**config.mk**
```make
export PLATFORM = sky130hd
export DESIGN_NAME = video_mode_top
export DESIGN_NICKNAME = d
export VERILOG_FILES = /design/src/common/video_mode_pkg.sv /design/src/hw/mode_ctrl.sv /design/src/hw/switch_filter.sv /design/src/hw/video_mode_top.sv /design/src/video/raster_gen.sv /design/src/video/timing_table.sv
export SDC_FILE = /design/constraint.sdc
export NUM_CORES = 1
export LEC_CHECK = 0
export CORE_ASPECT_RATIO = 0.7
export CORE_MARGIN = 2
export CORE_UTILIZATION = 50
export DETAILED_ROUTE_END_ITERATION = 7
export DONT_BUFFER_PORTS = 1
export GPL_ROUTABILITY_DRIVEN = 0
export MAX_ROUTING_LAYER = met4
export PLACE_DENSITY = 0.61
export SETUP_SLACK_MARGIN = 0.5
export SYNTH_ARGS = -nofsm -noshare
export SYNTH_HDL_FRONTEND = slang
export SYNTH_HIERARCHICAL = 1
export SYNTH_SLANG_ARGS = --single-unit
```
**constraint.sdc**
```tcl
create_clock -name clk50m_bufg -period 6.3 [get_ports clk50m_bufg]
set_input_delay 1.575 -clock clk50m_bufg [delete_from_list [all_inputs] [get_ports clk50m_bufg]]
set_output_delay 1.575 -clock clk50m_bufg [all_outputs]
set_load 0.03 [all_outputs]
```
**src/common/video_mode_pkg.sv**
```systemverilog
package video_mode_pkg;

	////////////////////////////////////////////////////////////
	// Switch codes and shared widths
	////////////////////////////////////////////////////////////

	typedef enum logic [3:0] {
		FMT_VGA    = 4'b0000, // 640x480
		FMT_SVGA   = 4'b0001, // 800x600
		FMT_HD720P = 4'b0010, // 1280x720
		FMT_XGA    = 4'b0011, // 1024x768
		FMT_SXGA   = 4'b1000, // 1280x1024
		FMT_CAMERA = 4'b1001  // 1280x720, trimmed porches
	} fmt_e;

	typedef logic [10:0] coord_t;     // Pixel or line count
	typedef logic [7:0]  synth_div_t; // Synthesizer M or D, minus one

	////////////////////////////////////////////////////////////
	// Raster timing per format
	////////////////////////////////////////////////////////////

	// Slot order inside each timing array
	localparam int T_ACT  = 0; // Active size
	localparam int T_FP   = 1; // Front porch
	localparam int T_SYNC = 2; // Sync width
	localparam int T_BP   = 3; // Back porch

	localparam coord_t VGA_H [4] = '{11'd640, 11'd16, 11'd96, 11'd48};
	localparam coord_t VGA_V [4] = '{11'd480, 11'd11, 11'd2, 11'd31};

	localparam coord_t SVGA_H [4] = '{11'd800, 11'd40, 11'd128, 11'd88};
	localparam coord_t SVGA_V [4] = '{11'd600, 11'd1, 11'd4, 11'd23};

	localparam coord_t XGA_H [4] = '{11'd1024, 11'd24, 11'd136, 11'd160};
	localparam coord_t XGA_V [4] = '{11'd768, 11'd3, 11'd6, 11'd29};

	localparam coord_t HD720P_H [4] = '{11'd1280, 11'd110, 11'd40, 11'd220};
	localparam coord_t HD720P_V [4] = '{11'd720, 11'd5, 11'd5, 11'd20};

	localparam coord_t SXGA_H [4] = '{11'd1280, 11'd48, 11'd112, 11'd248};
	localparam coord_t SXGA_V [4] = '{11'd1024, 11'd1, 11'd3, 11'd38};

	// Camera variant of 720p
	localparam coord_t CAMERA_H [4] = '{11'd1280, 11'd110, 11'd39, 11'd220};
	localparam coord_t CAMERA_V [4] = '{11'd720, 11'd4, 11'd4, 11'd22};

	// Sync polarity, 1 means active low
	localparam logic NEG_VGA    = 1'b1;
	localparam logic NEG_SVGA   = 1'b0;
	localparam logic NEG_XGA    = 1'b1;
	localparam logic NEG_HD720P = 1'b0;
	localparam logic NEG_SXGA   = 1'b0;
	localparam logic NEG_CAMERA = 1'b0;

	////////////////////////////////////////////////////////////
	// Pixel-clock synthesizer ratios off the 50 MHz clock
	////////////////////////////////////////////////////////////

	localparam synth_div_t PCLK_M_VGA = 8'd2 - 8'd1;   // 25 MHz
	localparam synth_div_t PCLK_D_VGA = 8'd4 - 8'd1;
	localparam synth_div_t PCLK_M_SVGA = 8'd4 - 8'd1;  // 40 MHz
	localparam synth_div_t PCLK_D_SVGA = 8'd5 - 8'd1;
	localparam synth_div_t PCLK_M_XGA = 8'd13 - 8'd1;  // 65 MHz
	localparam synth_div_t PCLK_D_XGA = 8'd10 - 8'd1;
	localparam synth_div_t PCLK_M_SXGA = 8'd54 - 8'd1; // 108 MHz
	localparam synth_div_t PCLK_D_SXGA = 8'd25 - 8'd1;
	localparam synth_div_t PCLK_M_CAMERA = 8'd135 - 8'd1; // Just under 74.25 MHz
	localparam synth_div_t PCLK_D_CAMERA = 8'd91 - 8'd1;
	localparam synth_div_t PCLK_M_DEF = 8'd248 - 8'd1; // 74.25 MHz, 720p and unlisted codes
	localparam synth_div_t PCLK_D_DEF = 8'd167 - 8'd1;

endpackage

```
**src/hw/mode_ctrl.sv**
```systemverilog
`timescale 1ns/1ps

module mode_ctrl #(
	parameter int SETTLE_CYCLES = 1024
) (
	input  logic                       clk50m_bufg,
	input  logic                       RSTBTN,
	input  logic [3:0]                 sw_stable,
	input  logic                       sw_changed,
	output video_mode_pkg::fmt_e       fmt,     // Format in use
	output video_mode_pkg::synth_div_t pclk_m,  // Synth multiply, minus one
	output video_mode_pkg::synth_div_t pclk_d,  // Synth divide, minus one
	output logic                       prog_go, // Program the synth
	output logic                       restart  // Hold the raster
);

	localparam int CNT_W = (SETTLE_CYCLES > 1) ? $clog2(SETTLE_CYCLES) : 1;
	localparam logic [CNT_W-1:0] CNT_LAST = CNT_W'(SETTLE_CYCLES - 1);

	typedef enum logic [1:0] {
		ST_LOAD,   // Take the format, send go
		ST_SETTLE, // Wait in place of the synth lock
		ST_RUN     // Raster free running
	} state_e;

	state_e                     state;
	logic [CNT_W-1:0]           settle_cnt;
	logic                       load;
	video_mode_pkg::synth_div_t m_sel;
	video_mode_pkg::synth_div_t d_sel;

	// First pass after reset, or any new switch value, even mid settle
	assign load = (state == ST_LOAD) || sw_changed;

	////////////////////////////////////////////////////////////
	// M/D lookup
	////////////////////////////////////////////////////////////

	always_comb begin
		case (sw_stable)
			video_mode_pkg::FMT_VGA: begin
				m_sel = video_mode_pkg::PCLK_M_VGA;
				d_sel = video_mode_pkg::PCLK_D_VGA;
			end
			video_mode_pkg::FMT_SVGA: begin
				m_sel = video_mode_pkg::PCLK_M_SVGA;
				d_sel = video_mode_pkg::PCLK_D_SVGA;
			end
			video_mode_pkg::FMT_XGA: begin
				m_sel = video_mode_pkg::PCLK_M_XGA;
				d_sel = video_mode_pkg::PCLK_D_XGA;
			end
			video_mode_pkg::FMT_SXGA: begin
				m_sel = video_mode_pkg::PCLK_M_SXGA;
				d_sel = video_mode_pkg::PCLK_D_SXGA;
			end
			video_mode_pkg::FMT_CAMERA: begin
				m_sel = video_mode_pkg::PCLK_M_CAMERA;
				d_sel = video_mode_pkg::PCLK_D_CAMERA;
			end
			default: begin // 720p and every unlisted code
				m_sel = video_mode_pkg::PCLK_M_DEF;
				d_sel = video_mode_pkg::PCLK_D_DEF;
			end
		endcase
	end

	////////////////////////////////////////////////////////////
	// Control FSM
	////////////////////////////////////////////////////////////

	always_ff @(posedge clk50m_bufg) begin
		if (RSTBTN) begin
			state      <= ST_LOAD;
			fmt        <= video_mode_pkg::FMT_VGA;
			pclk_m     <= video_mode_pkg::PCLK_M_VGA;
			pclk_d     <= video_mode_pkg::PCLK_D_VGA;
			prog_go    <= 1'b0;
			restart    <= 1'b1; // Raster held until settled
			settle_cnt <= '0;
		end else begin
			prog_go <= 1'b0;
			if (load) begin
				state      <= ST_SETTLE;
				fmt        <= video_mode_pkg::fmt_e'(sw_stable);
				pclk_m     <= m_sel;
				pclk_d     <= d_sel;
				prog_go    <= 1'b1;
				restart    <= 1'b1;
				settle_cnt <= '0;
			end else if (state == ST_SETTLE) begin
				if (settle_cnt == CNT_LAST) begin
					state   <= ST_RUN;
					restart <= 1'b0; // Let the raster go
				end else begin
					settle_cnt <= settle_cnt + 1'b1;
				end
			end
		end
	end

	// Go only as the settle wait begins
	a_go_on_entry: assert property (@(posedge clk50m_bufg) disable iff (RSTBTN)
		prog_go |-> (state == ST_SETTLE) && ($past(state) != ST_SETTLE || $past(sw_changed)));

endmodule

```
**src/hw/switch_filter.sv**
```systemverilog
`timescale 1ns/1ps

module switch_filter #(
	parameter int DEBOUNCE_CYCLES = 65536
) (
	input  logic       clk50m_bufg,
	input  logic       RSTBTN,
	input  logic [3:0] sw,         // Raw slide switches
	output logic [3:0] sw_stable,  // Debounced value
	output logic       sw_changed  // One cycle, with each new sw_stable
);

	localparam int CNT_W = (DEBOUNCE_CYCLES > 1) ? $clog2(DEBOUNCE_CYCLES) : 1;
	localparam logic [CNT_W-1:0] CNT_LAST = CNT_W'(DEBOUNCE_CYCLES - 1);

	logic [3:0]       sw_meta;  // First synchronizer stage
	logic [3:0]       sw_sync;  // Second stage, safe to use
	logic [CNT_W-1:0] deb_cnt;  // Cycles since the last move
	logic             moved;
	logic             expire;

	// Value about to move in the synchronizer
	assign moved = (sw_meta != sw_sync);

	// Quiet long enough and different from what is held
	assign expire = !moved && (deb_cnt == CNT_LAST) && (sw_sync != sw_stable);

	////////////////////////////////////////////////////////////
	// Synchronizer and shared debounce counter
	////////////////////////////////////////////////////////////

	always_ff @(posedge clk50m_bufg) begin
		if (RSTBTN) begin
			sw_meta <= 4'b0000;
			sw_sync <= 4'b0000;
			deb_cnt <= '0;
		end else begin
			sw_meta <= sw;
			sw_sync <= sw_meta;
			if (moved)
				deb_cnt <= '0;             // Any bit moved, start over
			else if (deb_cnt != CNT_LAST)
				deb_cnt <= deb_cnt + 1'b1; // Saturates at the last count
		end
	end

	// Hand over the settled value
	always_ff @(posedge clk50m_bufg) begin
		if (RSTBTN) begin
			sw_stable  <= 4'b0000;
			sw_changed <= 1'b0;
		end else begin
			sw_changed <= expire;
			if (expire)
				sw_stable <= sw_sync;
		end
	end

	// A change is a single strobe for the mode controller
	a_changed_single: assert property (@(posedge clk50m_bufg) disable iff (RSTBTN)
		sw_changed |=> !sw_changed);

endmodule

```
**src/hw/video_mode_top.sv**
```systemverilog
`timescale 1ns/1ps

module video_mode_top #(
	parameter int DEBOUNCE_CYCLES = 1 << 16, // Switch quiet time in clocks
	parameter int SETTLE_CYCLES   = 1024     // Stand-in for the synth lock
) (
	input  logic                       clk50m_bufg,
	input  logic                       RSTBTN,
	input  logic [3:0]                 sw,
	output video_mode_pkg::fmt_e       fmt,
	output video_mode_pkg::synth_div_t pclk_m,
	output video_mode_pkg::synth_div_t pclk_d,
	output logic                       prog_go,
	output video_mode_pkg::coord_t     hcount,
	output video_mode_pkg::coord_t     vcount,
	output logic                       hsync,
	output logic                       vsync,
	output logic                       de
);

	logic [3:0]             sw_stable;
	logic                   sw_changed;
	logic                   restart;
	video_mode_pkg::coord_t h_sblnk;
	video_mode_pkg::coord_t h_ssync;
	video_mode_pkg::coord_t h_esync;
	video_mode_pkg::coord_t h_eblnk;
	video_mode_pkg::coord_t v_sblnk;
	video_mode_pkg::coord_t v_ssync;
	video_mode_pkg::coord_t v_esync;
	video_mode_pkg::coord_t v_eblnk;
	logic                   sync_neg;

	// Switches in
	switch_filter #(
		.DEBOUNCE_CYCLES(DEBOUNCE_CYCLES)
	) u_switch_filter (
		.clk50m_bufg(clk50m_bufg),
		.RSTBTN     (RSTBTN),
		.sw         (sw),
		.sw_stable  (sw_stable),
		.sw_changed (sw_changed)
	);

	// Format, synth ratio and restart
	mode_ctrl #(
		.SETTLE_CYCLES(SETTLE_CYCLES)
	) u_mode_ctrl (
		.clk50m_bufg(clk50m_bufg),
		.RSTBTN     (RSTBTN),
		.sw_stable  (sw_stable),
		.sw_changed (sw_changed),
		.fmt        (fmt),
		.pclk_m     (pclk_m),
		.pclk_d     (pclk_d),
		.prog_go    (prog_go),
		.restart    (restart)
	);

	timing_table u_timing_table (
		.fmt     (fmt),
		.h_sblnk (h_sblnk),
		.h_ssync (h_ssync),
		.h_esync (h_esync),
		.h_eblnk (h_eblnk),
		.v_sblnk (v_sblnk),
		.v_ssync (v_ssync),
		.v_esync (v_esync),
		.v_eblnk (v_eblnk),
		.sync_neg(sync_neg)
	);

	// Raster out
	raster_gen u_raster_gen (
		.clk50m_bufg(clk50m_bufg),
		.restart    (restart),
		.h_sblnk    (h_sblnk),
		.h_ssync    (h_ssync),
		.h_esync    (h_esync),
		.h_eblnk    (h_eblnk),
		.v_sblnk    (v_sblnk),
		.v_ssync    (v_ssync),
		.v_esync    (v_esync),
		.v_eblnk    (v_eblnk),
		.sync_neg   (sync_neg),
		.hcount     (hcount),
		.vcount     (vcount),
		.hsync      (hsync),
		.vsync      (vsync),
		.de         (de)
	);

endmodule

```
**src/video/raster_gen.sv**
```systemverilog
`timescale 1ns/1ps

module raster_gen (
	input  logic                   clk50m_bufg,
	input  logic                   restart,  // Counters held at zero
	input  video_mode_pkg::coord_t h_sblnk,
	input  video_mode_pkg::coord_t h_ssync,
	input  video_mode_pkg::coord_t h_esync,
	input  video_mode_pkg::coord_t h_eblnk,
	input  video_mode_pkg::coord_t v_sblnk,
	input  video_mode_pkg::coord_t v_ssync,
	input  video_mode_pkg::coord_t v_esync,
	input  video_mode_pkg::coord_t v_eblnk,
	input  logic                   sync_neg, // Idle sync level
	output video_mode_pkg::coord_t hcount,
	output video_mode_pkg::coord_t vcount,
	output logic                   hsync,
	output logic                   vsync,
	output logic                   de
);

	logic h_last;   // Last pixel of the line
	logic v_last;   // Last line of the frame
	logic hblnk;
	logic vblnk;
	logic hsync_on; // Sync windows before polarity
	logic vsync_on;
	logic active;
	logic hsync_q;  // First output stage
	logic vsync_q;
	logic active_q;

	assign h_last = (hcount == h_eblnk);
	assign v_last = (vcount == v_eblnk);

	////////////////////////////////////////////////////////////
	// Pixel and line counters
	////////////////////////////////////////////////////////////

	always_ff @(posedge clk50m_bufg) begin
		if (restart) begin
			hcount <= '0;
			vcount <= '0;
		end else if (h_last) begin
			hcount <= '0;
			if (v_last)
				vcount <= '0;            // Frame wrap
			else
				vcount <= vcount + 1'b1; // Next line
		end else begin
			hcount <= hcount + 1'b1;
		end
	end

	// Blank and sync windows
	assign hblnk    = (hcount > h_sblnk);
	assign vblnk    = (vcount > v_sblnk);
	assign hsync_on = (hcount > h_ssync) && (hcount <= h_esync);
	assign vsync_on = (vcount > v_ssync) && (vcount <= v_esync);
	assign active   = !restart && !hblnk && !vblnk; // Nothing shown while held

	////////////////////////////////////////////////////////////
	// Two register stages on sync and DE
	////////////////////////////////////////////////////////////

	always_ff @(posedge clk50m_bufg) begin
		hsync_q  <= hsync_on ^ sync_neg; // Polarity applied here
		vsync_q  <= vsync_on ^ sync_neg;
		active_q <= active;
		hsync    <= hsync_q;
		vsync    <= vsync_q;
		de       <= active_q;
	end

	// Table keeps the sync pulse inside the blanking interval
	a_de_not_in_hsync: assert property (@(posedge clk50m_bufg) disable iff (restart)
		de |-> (hsync == $past(sync_neg, 2)));

endmodule

```
**src/video/timing_table.sv**
```systemverilog
`timescale 1ns/1ps

module timing_table (
	input  video_mode_pkg::fmt_e   fmt,
	output video_mode_pkg::coord_t h_sblnk, // Last active pixel
	output video_mode_pkg::coord_t h_ssync,
	output video_mode_pkg::coord_t h_esync,
	output video_mode_pkg::coord_t h_eblnk, // Last pixel of the line
	output video_mode_pkg::coord_t v_sblnk, // Last active line
	output video_mode_pkg::coord_t v_ssync,
	output video_mode_pkg::coord_t v_esync,
	output video_mode_pkg::coord_t v_eblnk, // Last line of the frame
	output logic                   sync_neg // Syncs active low
);

	video_mode_pkg::coord_t h_par [4]; // Active, front porch, sync, back porch
	video_mode_pkg::coord_t v_par [4];
	logic                   neg;

	// Pick the timing set
	always_comb begin
		case (fmt)
			video_mode_pkg::FMT_VGA: begin
				h_par = video_mode_pkg::VGA_H;
				v_par = video_mode_pkg::VGA_V;
				neg   = video_mode_pkg::NEG_VGA;
			end
			video_mode_pkg::FMT_SVGA: begin
				h_par = video_mode_pkg::SVGA_H;
				v_par = video_mode_pkg::SVGA_V;
				neg   = video_mode_pkg::NEG_SVGA;
			end
			video_mode_pkg::FMT_XGA: begin
				h_par = video_mode_pkg::XGA_H;
				v_par = video_mode_pkg::XGA_V;
				neg   = video_mode_pkg::NEG_XGA;
			end
			video_mode_pkg::FMT_SXGA: begin
				h_par = video_mode_pkg::SXGA_H;
				v_par = video_mode_pkg::SXGA_V;
				neg   = video_mode_pkg::NEG_SXGA;
			end
			video_mode_pkg::FMT_CAMERA: begin
				h_par = video_mode_pkg::CAMERA_H;
				v_par = video_mode_pkg::CAMERA_V;
				neg   = video_mode_pkg::NEG_CAMERA;
			end
			default: begin // 720p, also any unlisted code
				h_par = video_mode_pkg::HD720P_H;
				v_par = video_mode_pkg::HD720P_V;
				neg   = video_mode_pkg::NEG_HD720P;
			end
		endcase
	end

	////////////////////////////////////////////////////////////
	// Boundaries, each one built on the previous
	////////////////////////////////////////////////////////////

	assign h_sblnk = h_par[video_mode_pkg::T_ACT] - 11'd1;
	assign h_ssync = h_sblnk + h_par[video_mode_pkg::T_FP];
	assign h_esync = h_ssync + h_par[video_mode_pkg::T_SYNC];
	assign h_eblnk = h_esync + h_par[video_mode_pkg::T_BP];

	assign v_sblnk = v_par[video_mode_pkg::T_ACT] - 11'd1;
	assign v_ssync = v_sblnk + v_par[video_mode_pkg::T_FP];
	assign v_esync = v_ssync + v_par[video_mode_pkg::T_SYNC];
	assign v_eblnk = v_esync + v_par[video_mode_pkg::T_BP];

	assign sync_neg = neg;

endmodule
```
==> key figures <==
Logic synthesis
  • Sequential fraction of the synthesis area: 0.231
  • Mapped Area: 0.00764 mm^2
  • Unique masters post-synth: 89
  • Synthesis Warnings: 6
  • FFs w/ async S/R, synth: 0
  • Number of register bits inferred by synthesis: 88
  • Number of synthesized flops with an enable pin: 0
  • Most frequently used flop master after synthesis: dfxtp_1
  • Syn Inst Count: 928
  • Syn_area_per_cell: 8.23 um^2

Clock network
  • Total CTS buffers: 9
  • Clock-pin slew on the worst setup and hold paths: 70 ps
  • Clock Sinks: 88
  • Clk_lat worst skew: 350 ps
  • H-Tree Depth: 3
  • CTS tree: built
  • Bufs on Longest Clock Path: 2
  • Clk Tree Root Cell: clkbuf_16

Final layout
  • Final nets: 1006
  • Multi-input logic area: 0.00521 mm^2
  • Area Overhead vs Synth: 4.21%
  • Share of cells above drive strength 1: 0.0661
  • Reg area: 0.00176 mm^2
  • Number of antenna diodes: 0
  • Layout fillers: 1396
  • Most used cells in the layout excluding fill and tap cells: 103 x inv_1, 94 x ha_1, 86 x dfxtp_1
  • Most common cell after layout, fill and taps aside: inv_1

Worst setup path
  • Reg2reg path depth: 19
  • Slowest stage delay, CP: 610 ps
  • Kind of end point of the critical path: flop
  • WP depth: 19
  • Top delay family on crit path: simple AND/OR/NAND/NOR gates
  • Worst Path Buf+Inv: 1
  • Worst Path Arrival: 5580 ps
  • Slowest CP cell: dfxtp_2
  • Cells along the critical path: nor2b_1 > nand2_1 > ha_1 > inv_1 > ha_1 > o21ai_0 > nor2_1 > nor2b_1 > ha_1 > o21ai_0 > a21boi_0 > o21a_1 > o221ai_1 > mux2_2 > xor2_1 > nor3_1 > nand3_4 > a32o_1 > a41o_1
  • Type of origin of the critical path: flop
  • CP required: 6540 ps
  • CP Class: reg -> reg
  • CP max FO: 11
  • CP dominant cell by count: ha_1
  • R2R setup slack: 960 ps

Routing
  • Average wire per cell in the routed design: 17.0 um
  • Post-Route WL: 18700 um
  • Routed via count: 6321
  • Number of remaining DRC errors: 0
  • Vias per cell: 5.73
  • Initial DRC count: 383
  • First-pass DRT Iterations: 5
  • Routed Antenna Nets: 0

Power
  • Flop pwr share: 0.482
  • Power share of the combinational group: 0.034
  • Internal Power: 0.000917 W
  • Total Power: 0.00120 W
  • Static leakage: 3.66 nW
  • VDD IR max: 0.137 mV
  • Switching Share: 0.235
  • Psw: 0.000281 W
  • Clock Power Share: 0.484
  • Cell Pwr Density: 150 mW/mm^2

GRT
  • Pin count of the biggest net entering global routing: 48
  • Gr usage total: 0.249
  • Initial antenna violation count: 0
  • Total gr overflow: 0
  • Vias in the first global route: 5962
  • First-pass GRT wire length: 31100 um

Min path
  • Hold Path Depth: 0
  • Hold WC Path Type: reg -> reg

STA
  • Setup repair after global routing missed its margin: no
  • Fin worst setup slack: 964 ps
  • Worst slew pin tran: 1170 ps
  • Clock Skew: 8.40 ps
  • Final Hold Viols: 0
  • Max frequency: 0.187 GHz
  • Setup Total Neg Slack: 0 ps
  • Tmin final: 5340 ps
  • Slew Viols, Final: 0
  • Period utilization: 0.847
  • Final setup vio count: 0
  • Worst rel slew slack: 0.220

Die
  • Chip width: 152 um
  • Initial core utilization: 0.516
  • I/O Pins: 52
  • Die height: 107 um
  • Core ar.: 0.0148 mm^2
  • DIE AREA: 0.0163 mm^2
  • Placement row count: 37

Run status
  • Status: finished, final reports clean

Placed design
  • HPWL Detailed: 14400 um
  • I/O Buffers: 0
  • Pre-CTS WS: 624 ps

Job
  • Max-Cap Viols: 0
[power by group through the flow]
stage,Combinational [W],Clock (W),Sequential [W]
floorplan,0.0000482,0,0.000586
global placement,0.0000389,0,0.000590
detailed placement,0.0000407,0,0.000591
CTS,0.0000408,0.000595,0.000578
global route,0.0000467,0.000615,0.000578
finish,0.0000410,0.000579,0.000578
[flip-flops by register name, summed over array words and instances (netlist names), 6 cells and up]
signal                   cells
u_raster_gen/hcount         11
u_mode_ctrl/settle_cnt      10
u_raster_gen/vcount         11
u_mode_ctrl/pclk_m           7
u_switch_filter/deb_cnt     16
u_mode_ctrl/pclk_d           6
[cell usage after synthesis (all sizes together) (23+ instances only)]
master / instances / area [um^2]
nor2: 67 / 262
dfxtp: 88 / 1760
buf: 38 / 283
ha: 94 / 1180
inv: 105 / 394
nor2b: 23 / 144
nand2: 45 / 169
nor3: 31 / 171
xnor2: 35 / 314
nand3: 28 / 153
o21ai: 38 / 194
a21oi: 50 / 254
xor2: 44 / 393
[final timing paths]
kind                                             from                      to
worst min-delay path            u_raster_gen/active_q         u_raster_gen/de
worst max-delay path               u_mode_ctrl/fmt[0]  u_raster_gen/vcount[9]
worst max register to register     u_mode_ctrl/fmt[0]  u_raster_gen/vcount[9]
worst min register to register  u_raster_gen/active_q         u_raster_gen/de
[through the flow]
stage | util | std cells | hold WS (ps) | cell area [um^2]
after detailed placement | 0.514 | 1087 | 316 | 7620
after floorplan | - | 939 | 310 | 7680
after global placement | 0.514 | 1087 | 314 | 7620
final | 0.537 | 1103 | 328 | 7960
after global routing | 0.537 | 1103 | 341 | 7960
after CTS | 0.536 | 1103 | 329 | 7940
[kinds of logic (layout without fill, tap and decap cells)]
family / count (synthesis) / after routing / share of synthesized area
simple gates: 312 / 312 / 0.235
compound gates: 182 / 182 / 0.163
buf+inv: 155 / 124 / 0.0945
fa+ha+maj: 97 / 97 / 0.162
flops: 88 / 88 / 0.231
xor+xnor: 81 / 81 / 0.0986
mux: 11 / 11 / 0.0157
other cells: 2 / 13 / 0.000983
[routing by layer]
metal	global-route usage	vias up	share of wire
met2	0.352	170	0.41
met4	0.0562	0	0.013
met5	-	-	0
met1	0.361	2939	0.52
li1	-	3194	-
met3	0.0538	18	0.062
[cell type report]
class	count	share of cell area
Multi-Input combinational cell	696	0.655
Sequential cell	88	0.222
Inverter	105	0.0495
Clock buffer	11	0.0317
Tap cell	195	0.0306
Clock inverter	5	0.00880
Timing Repair Buffer	3	0.00283
[timing repair]
action                                 4_1_cts  5_1_grt
resized for setup                            0        5
endpoints found under the hold margin        0        0
setup endpoints to repair                    0       20
hold buffers                                 0        0
buffers inserted                             0        0
Note: power is estimated with default switching activity, not from simulation.
